[src/common/link_pkg.sv]
package link_pkg;

  // ----------------------------------------
  // link geometry
  // ----------------------------------------
  localparam int N_LINKS = 4;  // csc r, csc l, gem r, gem l

  typedef logic [55:0] link_data_t;  // four clusters, cluster 0 low
  typedef logic [31:0] link_word_t;  // one word on the wire
  typedef logic [7:0]  marker_t;     // frame marker byte

  typedef link_word_t [N_LINKS-1:0] link_word_vec_t;

  // ----------------------------------------
  // marker bytes
  // ----------------------------------------
  localparam marker_t MARK_BC0  = 8'hBC;  // start of orbit
  localparam marker_t MARK_OVF  = 8'h1C;  // cluster overflow
  localparam marker_t MARK_LAT  = 8'hFC;  // every 128 bx, latency check
  localparam marker_t MARK_DATA = 8'hF7;  // plain data frame

  // filler between frames
  localparam link_word_t IDLE_WORD = 32'h50BC50BC;

  // ----------------------------------------
  // link start-up
  // ----------------------------------------
  localparam int RESET_HOLD = 15;  // idle cycles after reset

  typedef logic [$clog2(RESET_HOLD+1)-1:0] rst_cnt_t;

endpackage

[src/common/cluster_pkg.sv]
package cluster_pkg;

  // ----------------------------------------
  // cluster inputs
  // ----------------------------------------
  localparam int N_CLUSTERS = 8;  // cluster words per bx

  typedef logic [13:0] cluster_t;  // one cluster word
  typedef logic [11:0] bxn_t;      // bunch crossing number
  typedef logic [N_CLUSTERS-1:0] cluster_vec_t;  // one flag per cluster

  // ----------------------------------------
  // captured bx
  // ----------------------------------------
  typedef struct packed {
    bxn_t bxn;
    logic bc0;       // orbit marker
    logic overflow;  // more clusters than inputs
  } bx_info_t;

  typedef struct packed {
    cluster_t [N_CLUSTERS-1:0] clusters;  // cluster 0 in the low bits
    bx_info_t                  bx;
  } capture_t;

  // bits 10:9 both set marks an empty slot
  function automatic logic cluster_valid(cluster_t c);
    return c[10:9] != 2'b11;
  endfunction

endpackage
[src/logic/trigger_links.sv]
module trigger_links (
  input  logic                                                clk_80,
  input  logic                                                reset,
  input  cluster_pkg::cluster_t [cluster_pkg::N_CLUSTERS-1:0] clusters_i,
  input  cluster_pkg::bxn_t                                   bxn_i,
  input  logic                                                bc0_i,
  input  logic                                                overflow_i,
  input  logic                                                bx_strobe_i,
  output cluster_pkg::cluster_vec_t                           valid_clusters_o,
  output logic                                                valid_or_o,
  output logic                                                link_ready_o,
  output link_pkg::link_word_vec_t                            tx_word_o,
  output logic                                                tx_first_o
);
  import cluster_pkg::*;
  import link_pkg::*;

  capture_t           cap;
  logic               cap_valid;
  logic               ready;
  link_data_t         payload_r;   // clusters 3..0
  link_data_t         payload_l;   // clusters 7..4
  logic [N_LINKS-1:0] link_first;

  // ----------------------------------------
  // input side
  // ----------------------------------------
  cluster_capture capture0 (
    .clk_80           (clk_80),
    .reset            (reset),
    .clusters_i       (clusters_i),
    .bxn_i            (bxn_i),
    .bc0_i            (bc0_i),
    .overflow_i       (overflow_i),
    .bx_strobe_i      (bx_strobe_i),
    .capture_o        (cap),
    .cap_valid_o      (cap_valid),
    .valid_clusters_o (valid_clusters_o),
    .valid_or_o       (valid_or_o)
  );

  assign payload_r = cap.clusters[3:0];
  assign payload_l = cap.clusters[7:4];

  link_reset_seq rstseq0 (
    .clk_80  (clk_80),
    .reset   (reset),
    .ready_o (ready)
  );

  assign link_ready_o = ready;

  // ----------------------------------------
  // links 0/2 right, 1/3 left
  // ----------------------------------------
  for (genvar i = 0; i < N_LINKS; i++) begin : link_gen
    link_data_t data;
    assign data = (i % 2 == 0) ? payload_r : payload_l;

    link_frame_builder builder (
      .clk_80  (clk_80),
      .reset   (reset),
      .data_i  (data),
      .bx_i    (cap.bx),
      .load_i  (cap_valid),
      .ready_i (ready),
      .word_o  (tx_word_o[i]),
      .first_o (link_first[i])
    );
  end

  // builders run in lockstep
  assign tx_first_o = &link_first;

endmodule

[src/link_tx/link_frame_builder.sv]
module link_frame_builder (
  input  logic                  clk_80,
  input  logic                  reset,
  input  link_pkg::link_data_t  data_i,
  input  cluster_pkg::bx_info_t bx_i,
  input  logic                  load_i,
  input  logic                  ready_i,
  output link_pkg::link_word_t  word_o,
  output logic                  first_o
);
  import cluster_pkg::*;
  import link_pkg::*;

  typedef enum logic {
    IDLE,
    SECOND
  } state_t;

  state_t     state;
  link_word_t word1_q;  // payload low half for the second word
  logic       start;    // new frame this cycle

  // ----------------------------------------
  // marker choice
  // ----------------------------------------
  // bc0 wins over overflow, overflow over the latency mark
  function automatic marker_t pick_marker(bx_info_t bx);
    if (bx.bc0) begin
      return MARK_BC0;
    end else if (bx.overflow) begin
      return MARK_OVF;
    end else if (bx.bxn[6:0] == 7'd0) begin
      return MARK_LAT;
    end
    return MARK_DATA;
  endfunction

  // links stay quiet until the reset sequencer lets go
  assign start = load_i && ready_i && (state == IDLE);

  // ----------------------------------------
  // second word store
  // ----------------------------------------
  always_ff @(posedge clk_80) begin
    if (start) begin
      word1_q <= data_i[31:0];
    end
  end

  // ----------------------------------------
  // frame FSM
  // ----------------------------------------
  always_ff @(posedge clk_80) begin
    if (reset) begin
      state   <= IDLE;
      word_o  <= IDLE_WORD;
      first_o <= 1'b0;
    end else begin
      case (state)
        IDLE: begin
          if (start) begin
            word_o  <= {pick_marker(bx_i), data_i[55:32]};  // word 0
            first_o <= 1'b1;
            state   <= SECOND;
          end else begin
            word_o  <= IDLE_WORD;
            first_o <= 1'b0;
          end
        end
        SECOND: begin
          word_o  <= word1_q;  // word 1
          first_o <= 1'b0;
          state   <= IDLE;  // next load may follow right away
        end
        default: begin
          word_o  <= IDLE_WORD;
          first_o <= 1'b0;
          state   <= IDLE;
        end
      endcase
    end
  end

endmodule

[src/link_tx/link_reset_seq.sv]
module link_reset_seq (
  input  logic clk_80,
  input  logic reset,
  output logic ready_o
);
  import link_pkg::*;

  rst_cnt_t hold_cnt;  // counts idle cycles since reset

  // ----------------------------------------
  // hold counter
  // ----------------------------------------
  // saturates at RESET_HOLD and ready follows one cycle later
  always_ff @(posedge clk_80) begin
    if (reset) begin
      hold_cnt <= '0;
      ready_o  <= 1'b0;
    end else begin
      if (hold_cnt != rst_cnt_t'(RESET_HOLD)) begin
        hold_cnt <= hold_cnt + 1'b1;
      end
      ready_o <= (hold_cnt == rst_cnt_t'(RESET_HOLD));  // stays high once reached
    end
  end

endmodule

[src/logic/cluster_capture.sv]
module cluster_capture (
  input  logic                                                clk_80,
  input  logic                                                reset,
  input  cluster_pkg::cluster_t [cluster_pkg::N_CLUSTERS-1:0] clusters_i,
  input  cluster_pkg::bxn_t                                   bxn_i,
  input  logic                                                bc0_i,
  input  logic                                                overflow_i,
  input  logic                                                bx_strobe_i,
  output cluster_pkg::capture_t                               capture_o,
  output logic                                                cap_valid_o,
  output cluster_pkg::cluster_vec_t                           valid_clusters_o,
  output logic                                                valid_or_o
);
  import cluster_pkg::*;

  cluster_vec_t valid_next;  // flags of the words on the inputs now

  // ----------------------------------------
  // per-cluster valid test
  // ----------------------------------------
  always_comb begin
    for (int i = 0; i < N_CLUSTERS; i++) begin
      valid_next[i] = cluster_valid(clusters_i[i]);
    end
  end

  // ----------------------------------------
  // payload capture
  // ----------------------------------------
  // held between strobes for the builders
  always_ff @(posedge clk_80) begin
    if (bx_strobe_i) begin
      capture_o.clusters <= clusters_i;
      capture_o.bx       <= '{bxn: bxn_i, bc0: bc0_i, overflow: overflow_i};
    end
  end

  // ----------------------------------------
  // strobe delay and flags
  // ----------------------------------------
  always_ff @(posedge clk_80) begin
    if (reset) begin
      cap_valid_o      <= 1'b0;
      valid_clusters_o <= '0;
    end else begin
      cap_valid_o <= bx_strobe_i;  // one pulse per bx
      if (bx_strobe_i) begin
        valid_clusters_o <= valid_next;
      end
    end
  end

  // any cluster in this bx
  assign valid_or_o = |valid_clusters_o;

endmodule

[config.mk]
export PLATFORM = sky130hd
export DESIGN_NAME = trigger_links
export DESIGN_NICKNAME = d
export VERILOG_FILES = /design/src/common/link_pkg.sv /design/src/common/cluster_pkg.sv /design/src/logic/trigger_links.sv /design/src/link_tx/link_frame_builder.sv /design/src/link_tx/link_reset_seq.sv /design/src/logic/cluster_capture.sv
export SDC_FILE = /design/constraint.sdc
export NUM_CORES = 1
export LEC_CHECK = 0
export ABC_AREA = 1
export BUFFER_PORTS_ARGS = -buffer_cell sky130_fd_sc_hd__buf_4
export CAP_MARGIN = 30
export CORE_MARGIN = 1
export CORE_UTILIZATION = 45
export CTS_CLUSTER_SIZE = 24
export DETAILED_ROUTE_END_ITERATION = 10
export GPL_TIMING_DRIVEN = 0
export PLACE_DENSITY = 0.77
export SLEW_MARGIN = 10
export SYNTH_ARGS = -nofsm -noshare
export SYNTH_HDL_FRONTEND = slang
export SYNTH_SLANG_ARGS = --single-unit
[constraint.sdc]
create_clock -name clk_80 -period 2.2 [get_ports clk_80]
set_input_delay 0.11 -clock clk_80 [delete_from_list [all_inputs] [get_ports clk_80]]
set_output_delay 0.11 -clock clk_80 [all_outputs]
set_load 0.02 [all_outputs]
==> flow_summary.ini, run 1 <==
[placement]
hpwl_um = 18200
place_congestion = 0.771
place_area_mm2 = 0.0149
port_buffers = 261

[final_layout]
syn_to_final_growth_pct = 41.9
final_nets = 1364
final_util_pct = 65.2
design_area_mm2 = 0.0176
drive_above_1_share_pct = 29.7
num_antenna_cells = 0
fillers = 1814

[critical_path]
startpoint_type = register
ff2ff_setup_slack_ps = 140
critPathCaptureType = register
critPathRequiredTime_ps = 2600
crit_fanout = 6
reg2reg_depth = 4
reg2reg_from = capture0.capture_o[0]
r2r_end = link_gen[1].builder.word_o[27]
cp.arrival_ps = 2460
worstSetupPathType = reg2reg

[sta]
finalCritPeriodShare_pct = 93.7
hold_slack_ps = 48.7
slew_headroom_pct = 39.5
rsz0062_at_grt = false
fmax_ghz = 0.485
worst_pin_slew_ps = 898
maxSlewViolCount = 0
finalHoldViolCount = 0
fin_crit_ps = 2060
setup_viol = 0
clock_skew_ps = 17.2

[yosys]
synth_area_leaders = edfxtp_1, dfxtp_1, nand2_1, o21ai_0, a21oi_1
synth_cells = 804
ys_async_sr_fraction_pct = 0
synth_seq_area_share_pct = 83.8
syn-num-nets = 934
synth_top_area_cell = edfxtp_1
yosys-top-cells-count = edfxtp_1, dfxtp_1, nand2_1, nor2_1, o21ai_0
synth_area_per_cell_um2 = 15.4
yosysMostFrequentCell = edfxtp_1
synth_enable_flop_cells = 249
synth_top_area_share_pct = 60.2
ys_ff_latch = 395
syn_area_mm2 = 0.0124
synth_cell_types = 27
synthFlopType = edfxtp_1
yosysWarnings = 0

[drt]
drc_errors = 0
vias = 7822
routedWlPerCell_um = 18.7
vias_per_cell = 4.87
first_pass_iters = 7
drt-total-wl_um = 30000
ant_nets = 0
drtIter0Drc = 568

[clock_network]
cts_tree = done
cts_max_path_buffers = 3
cts_max_level = 2
clk_pin_slew_ps = 60
clock_latency_ps = 530
cts_buffers = 40
clkSinkCount = 395
clock-root-buffer = clkbuf_16
cts_setup_buffers = 0

[power_and_ir_drop]
p_per_area_mw_per_mm2 = 912
p_leak_nw = 7.10
ir_worst_vdd_mv = 0.716

[floorplanning]
dieArea_mm2 = 0.0283
initial_utilization_pct = 45.9
dieWidth_um = 168
die_y_um = 168
ios = 268
fp.coreArea_mm2 = 0.0270
rows = 60

[global_routing]
track_usage_pct = 21.3
first_global_vias = 8163
antenna_found_initial = 0
grt_pass1_wl_um = 45100
overflow = 0
grt_start_max_net_pins = 73

[run_status]
status = finished, final reports clean

[min_path]
holdPathStages = 1
hold_path.class = in2reg
holdPathEnd = capture0.capture_o[26]
hp-start = bx_strobe_i

[job]
drv_cap = 0
[routing by layer]
layer	vias to the layer above	track usage (%)	wire [um]
met5	-	0	0
met4	0	6.68	747
met3	56	4.75	1970
met2	304	38.4	15400
met1	3815	25.3	11900
li1	3647	-	-
[worst max path at each step]
stage	from	end	slack [ps]	depth (start not counted)
3_3_place_gp	rstseq0.ready_o	link_gen[3].builder.word_o[14]	-770	6
4_1_cts	capture0.capture_o[0]	link_gen[1].builder.word_o[27]	180	4
5_1_grt	capture0.capture_o[0]	link_gen[1].builder.word_o[27]	140	4
3_5_place_dp	capture0.capture_o[0]	link_gen[2].builder.word_o[27]	190	4
2_1_floorplan	rstseq0.ready_o	link_gen[0].builder.word_o[30]	130	6
6_report	capture0.capture_o[0]	link_gen[1].builder.word_o[27]	140	4
[cell usage in the layout (no fill, tap or decap), drive strengths merged]
cell type,netlist,routed
dfxtp,146,146
clkinvlp,0,2
ha,1,1
nor2,70,70
buf,19,285
edfxtp,249,249
o21ai,67,67
a31oi,8,8
a21oi,55,55
nor4,3,3
nand2,105,105
nor3,2,2
clkbuf,0,51
nand3,7,7
or2,4,4
inv,67,71
and2,1,1
dlygate4sd3,0,122
bufinv,0,7
clkinv,0,10
[final cells by class]
type	count	area, um^2	share of cell area [%]
Inverter	67	274	1.56
Clock buffer	51	1130	6.44
Timing Repair Buffer	388	3310	18.8
Tap cell	341	427	2.42
Sequential cell	395	10400	59.1
Multi-Input combinational cell	323	1560	8.85
Buffer	19	205	1.17
Clock inverter	23	305	1.73
[through the flow]
step                      total power, W  worst slack, ps  TNS (ps)  std cells
final                             0.0161              140         0       1607
after global placement           0.00871             -767    -99660       1406
after global routing              0.0165              139         0       1607
after CTS                         0.0161              179         0       1607
after detailed placement         0.00874              193         0       1411
after floorplan                  0.00842              126         0        804
[where the power goes]
group          total, W  internal (W)  leakage [nW]  switching [W]
clock           0.00729       0.00450         0.702        0.00279
sequential      0.00820       0.00811          3.52      0.0000914
combinational  0.000576      0.000328          2.88       0.000247
[state kept, by name, indices dropped and copies added (netlist names)]
name / cells
rstseq0.hold_cnt: 4
link_gen.builder.word1_q: 128
capture0.cap_valid_o: 1
rstseq0.ready_o: 1
link_gen.builder.first_o: 4
link_gen.builder.word_o: 128
capture0.valid_clusters_o: 8
capture0.capture_o: 121
[worst max-delay path, cell delays in order, from the launching register on]
cell and delay [ps]:
edfxtp_1 380, nor2_1 700, o21ai_0 600, nand2_1 170
nand2_1 90
[logic make-up after synthesis]
logic type	share of synthesized area [%]
compound gates	5.32
fa+ha+maj	0.101
buf+inv	3.86
flops	83.8
simple gates	6.93
[what timing repair did]
action	CTS	global route
resized for setup	1	0
hold endpoints to repair	135	0
setup endpoints to repair	1	0
hold buffers	122	0
Power figures use the tool's default switching activity.
==> run 2, diff against run 1 <==
--- a/config.mk
+++ b/config.mk
@@ -5,9 +5,7 @@
 export SDC_FILE = /design/constraint.sdc
 export NUM_CORES = 1
 export LEC_CHECK = 0
-export ABC_AREA = 1
 export BUFFER_PORTS_ARGS = -buffer_cell sky130_fd_sc_hd__buf_4
-export CAP_MARGIN = 30
 export CORE_MARGIN = 1
 export CORE_UTILIZATION = 45
 export CTS_CLUSTER_SIZE = 24
==> run 2 against run 1 <==
  * The flow now finishes with violations (DRC)
  * Largest power group unchanged
  * Area after synthesis is 2.8% lower
  * Final area fell by 2.9%
  * Critical path depth did not move
==> flow_summary.ini, run 2 <==
[global_routing]
overflow = 0
grt_start_max_net_pins = 78
first_global_vias = 7551
grt_pass1_wl_um = 43800
antenna_found_initial = 1
track_usage_pct = 21.3

[critical_path]
worstSetupPathType = reg2reg
crit_chain = nor2_1, a21boi_1, buf_2, o21ai_0
slowest_delay_ps = 490
cp_slowest_cell = a21boi_1
critPathCaptureType = register
startpoint_type = register
cp.arrival_ps = 2360
critPathRequiredTime_ps = 2570
crit_fanout = 10

[yosys]
synth_cell_types = 27
synth_enable_flop_cells = 249
syn_area_mm2 = 0.0121
yosys-top-cells-count = edfxtp_1, dfxtp_1, a22o_1, o22a_1, nor2_1
ys_ff_latch = 395
synth_cells = 626
synth_area_leaders = edfxtp_1, dfxtp_1, a22o_1, o22a_1, buf_2
syn-num-nets = 756
synth_top_area_share_pct = 62.0
synth_area_per_cell_um2 = 19.3
yosysWarnings = 0
yosysMostFrequentCell = edfxtp_1
synth_top_area_cell = edfxtp_1
synthFlopType = edfxtp_1
ys_async_sr_fraction_pct = 0
synth_seq_area_share_pct = 86.2

[sta]
worst_pin_slew_ps = 692
postLayoutSetupSlackWorst_ps = 216
clock_skew_ps = 7.77
finalCritPeriodShare_pct = 90.2
fmax_ghz = 0.504
slew_headroom_pct = 53.8
finalHoldViolCount = 0
rsz0062_at_grt = false
maxSlewViolCount = 0
setup_viol = 0
fin_crit_ps = 1980

[floorplanning]
dieWidth_um = 166
fp.coreArea_mm2 = 0.0262
ios = 268
rows = 59
initial_utilization_pct = 46.0
dieArea_mm2 = 0.0275
die_y_um = 166

[drt]
vias_per_cell = 5.10
first_pass_iters = 7
drtIter0Drc = 665
ant_nets = 0
drt-total-wl_um = 29300
vias = 7251
routedWlPerCell_um = 20.6
drc_errors = 28

[clock_network]
clk_pin_slew_ps = 60
clock_latency_ps = 510
cts_tree = done
clock-root-buffer = clkbuf_16
cts_max_level = 2
cts_buffers = 40
cts-resized-gates = 0
cts_max_path_buffers = 3
clkSinkCount = 395

[power_and_ir_drop]
ir_worst_vdd_mv = 0.670
p_leak_nw = 6.62
p_per_area_mw_per_mm2 = 894

[run_status]
status = complete, but fails checks
violations = DRC

[final_layout]
drive_above_1_share_pct = 33.5
reg.largest.list = link_gen.builder.word1_q: 128 flops, link_gen.builder.word_o: 128 flops, capture0.capture_o: 121 flops
final_nets = 1186
final_cell_mix = buf_4, edfxtp_1, dfxtp_1, dlygate4sd3_1, a22o_1
mostFrequentLayoutCell = buf_4
final_util_pct = 65.2
syn_to_final_growth_pct = 41.7

[job]
drv_cap = 0

[placement]
port_buffers = 262
place_ws_ps = 240
hpwl_um = 17600
place_congestion = 0.751

[min_path]
hold_path.class = in2reg
run 2: area by class of cell:
type / count / area [um^2]
sequential: 395 / 10400
fill: 1754 / 9110
timing repair buffer: 388 / 3300
multi-input combinational: 198 / 1500
clock buffer: 57 / 1150
tap: 335 / 419
buffer: 29 / 176
clock inverter: 15 / 139
inverter: 4 / 15.0
antenna: 2 / 5.00
run 2: power breakdown:
group | total, W | leakage [nW] | internal (W) | switching, W
sequential | 0.00822 | 3.52 | 0.00811 | 0.000111
clock | 0.00654 | 0.638 | 0.00388 | 0.00266
combinational | 0.000525 | 2.47 | 0.000324 | 0.000201
run 2: kinds of logic (layout without fill, tap and decap cells):
family | after synthesis | in the layout | synth area share (%)
AO/OA/AOI/OAI | 131 | 131 | 9.26
XOR/XNOR | 1 | 1 | 0.0726
adder cells (fa/ha/maj) | 1 | 1 | 0.104
buffers and inverters | 33 | 493 | 1.59
flip-flops | 395 | 395 | 86.2
multiplexers | 1 | 1 | 0.0830
other | 0 | 2 | 0
AND/OR/NAND/NOR | 64 | 64 | 2.68
run 2: worst max-delay path, delay by kind of cell, from the launching register on:
kind	cells	cell delay [ps]
AO/OA/AOI/OAI	2	660
flip-flops	1	390
buffers and inverters	1	370
AND/OR/NAND/NOR	1	420
run 2: worst paths after layout:
check	slack, ps	cells after the start	end	startpoint
hold / removal	30	3	capture0.cap_valid_o	reset
setup / recovery	220	4	link_gen[3].builder.word_o[27]	capture0.capture_o[1]
hold reg to reg	440	1	link_gen[1].builder.word_o[28]	link_gen[1].builder.word1_q[28]
setup reg to reg	220	4	link_gen[3].builder.word_o[27]	capture0.capture_o[1]
run 2: per-stage QoR:
step	area [um^2]	setup TNS, ps	power (W)	cells	hold slack [ps]
after floorplan	12100	-30620	0.00840	626	209
after global placement	14400	-146020	0.00869	1223	288
after detailed placement	14600	0	0.00871	1228	289
after CTS	17100	0	0.0154	1421	8.34
after global routing	17100	0	0.0158	1422	37.6
final	17100	0	0.0153	1423	32.1
run 2: timing repair:
| item | CTS | global route |
|---|---|---|
| hold endpoints to repair | 129 | 0 |
| buffers inserted | 0 | 0 |
| hold buffers | 121 | 0 |
run 2: metal layers:
metal,GRT usage (%),vias up,share of wire (%)
met5,0,-,0
met4,9.83,0,3.9
met3,4.11,72,5.3
met2,36.4,285,50
met1,26.4,3599,41
li1,-,3295,-
==> run 3, diff against run 2 <==
--- a/config.mk
+++ b/config.mk
@@ -11,7 +11,7 @@
 export CTS_CLUSTER_SIZE = 24
 export DETAILED_ROUTE_END_ITERATION = 10
 export GPL_TIMING_DRIVEN = 0
-export PLACE_DENSITY = 0.77
+export PLACE_DENSITY = 0.8
 export SLEW_MARGIN = 10
 export SYNTH_ARGS = -nofsm -noshare
 export SYNTH_HDL_FRONTEND = slang
==> constraint.sdc (replaced) <==
create_clock -name clk_80 -period 1.66 [get_ports clk_80]
set_input_delay 0.083 -clock clk_80 [delete_from_list [all_inputs] [get_ports clk_80]]
set_output_delay 0.083 -clock clk_80 [all_outputs]
set_load 0.02 [all_outputs]
==> run 3 against run 2 <==
  * The flow still finishes with violations (DRC)
  * Flip-flop and latch count did not move
  * Critical path type unchanged
  * First-iteration DRC count fell by 10%
  * Sequential power is 33% higher
  * Global-route usage grew 0.31 points
  * Critical endpoint is now link_gen[2].builder.word_o[24]
  * Highest routed layer unchanged
  * Via count fell by 0.26%
==> flow_summary.ini, run 3 (synthesis results as in run 2) <==
[sta]
clock_skew_ps = 12.1
worst_pin_slew_ps = 648
maxSlewViolCount = 0
finalCritPeriodShare_pct = 96.7
rsz0062_at_grt = false
setup_viol = 0
postLayoutSetupSlackWorst_ps = 55.3
fin_crit_ps = 1600
finalSetupTns_ps = 0
fmax_ghz = 0.623
finalHoldViolCount = 0
slew_headroom_pct = 56.7

[global_routing]
grt_pass1_wl_um = 44400
antenna_found_initial = 1
grt_start_max_net_pins = 83
first_global_vias = 7556
track_usage_pct = 21.6
overflow = 0

[critical_path]
reg2reg_depth = 4
cp.arrival_ps = 2050
crit_chain = nor2_2, a21boi_2, buf_4, a22o_1
worstSetupPathType = reg2reg
cp_slowest_cell = edfxtp_1
ff2ff_setup_slack_ps = 60
critPathRequiredTime_ps = 2100
r2r_end = link_gen[2].builder.word_o[24]
startpoint_type = register
crit_fanout = 10
critPathCaptureType = register
slowest_delay_ps = 420
reg2reg_from = capture0.capture_o[1]

[power_and_ir_drop]
p_leak_nw = 6.62
finalPower_w = 0.0200
ir_worst_vdd_mv = 0.801
p_per_area_mw_per_mm2 = 1160

[final_layout]
mostFrequentLayoutCell = buf_4
multi_input_area_mm2 = 0.00151
drive_above_1_share_pct = 33.8
syn_to_final_growth_pct = 42.2
reg.largest.list = link_gen.builder.word1_q: 128 flops, link_gen.builder.word_o: 128 flops, capture0.capture_o: 121 flops
ff_latch_area_mm2 = 0.0104
fillers = 1692
final_cell_mix = buf_4, edfxtp_1, dfxtp_1, dlygate4sd3_1, a22o_1
final_nets = 1189

[floorplanning]
dieArea_mm2 = 0.0275
rows = 59
ios = 268
die_y_um = 166
dieWidth_um = 166
fp.coreArea_mm2 = 0.0262
initial_utilization_pct = 46.0

[clock_network]
cts_buffers = 38
cts_max_level = 2
clock-root-buffer = clkbuf_16
cts_max_path_buffers = 3
clk_pin_slew_ps = 60
clock_latency_ps = 520
cts_tree = done
clkSinkCount = 395

[run_status]
status = complete, but fails checks
violations = DRC

[drt]
vias_per_cell = 5.08
drt-total-wl_um = 30100
first_pass_iters = 7
ant_nets = 0
vias = 7232
drtIter0Drc = 596
routedWlPerCell_um = 21.2
drc_errors = 15

[placement]
place_congestion = 0.779
port_buffers = 262
place_ws_ps = -283
hpwl_um = 18100

[min_path]
holdPathEnd = capture0.cap_valid_o
hp-start = reset
hold_path.class = in2reg
holdPathStages = 3

[job]
drv_cap = 0
-- run 3: cell types whose count changed in the layout (fill, tap and decap cells not counted), moves of 2 or more --
cell and change:
buf_16 +3, clkinv_4 -3, clkinvlp_4 +2, clkbuf_16 -2
buf_4 +2
-- run 3: worst max-delay path by stage --
stage	startpoint	endpoint	slack, ps
floorplan	rstseq0.ready_o	link_gen[0].builder.word1_q[0]	-300
global placement	rstseq0.ready_o	link_gen[2].builder.word1_q[4]	-960
detailed placement	capture0.capture_o[1]	link_gen[2].builder.word_o[24]	-280
CTS	capture0.capture_o[1]	link_gen[2].builder.word_o[24]	40
global route	capture0.capture_o[1]	link_gen[2].builder.word_o[24]	0.4
finish	capture0.capture_o[1]	link_gen[2].builder.word_o[24]	60
-- run 3: what timing repair did --
| action | CTS | global route |
|---|---|---|
| gates resized for setup | 3 | 1 |
| hold buffers | 121 | 0 |
| setup endpoints to repair | 114 | 1 |
| pin swaps | 4 | 0 |
| buffers inserted | 5 | 0 |
| hold endpoints to repair | 129 | 0 |
-- run 3: through the flow --
step,instance area [um^2],instances,hold slack [ps],util [%]
global placement,14500,1223,261,55.2
detailed placement,14600,1228,262,55.8
CTS,17100,1423,3.27,65.4
global route,17200,1424,0.699,65.5
floorplan,12100,626,182,-
finish,17200,1424,0.580,65.5
-- run 3: area by class of cell --
cell class	count	area share [%]
tap	335	2.44
buffer	29	1.04
clock buffer	54	6.31
antenna	1	0.0146
inverter	4	0.0875
sequential	395	60.6
multi-input combinational	198	8.83
timing repair buffer	393	19.9
clock inverter	15	0.788
-- run 3: worst max-delay path: cells and delay by family (launching register included) --
| kind | cells | cell delay, ps |
|---|---|---|
| DFF | 1 | 420 |
| buffers and inverters | 1 | 260 |
| and+or+nand+nor | 1 | 310 |
| AOI/OAI and AO/OA | 2 | 550 |
-- run 3: report_power, final --
| group | switching [W] | internal (W) |
|---|---|---|
| Clock | 0.00349 | 0.00488 |
| Combinational | 0.000270 | 0.000433 |
| Sequential | 0.000159 | 0.0107 |
-- run 3: per-layer routing --
layer	part of all wire, %	wire length (um)	vias to the layer above	track usage [%]
met4	3.8	1140	0	9.31
met1	40	11900	3541	26.5
met3	5.6	1700	73	4.16
met5	0	0	-	0
met2	51	15400	326	37.5
li1	-	-	3292	-
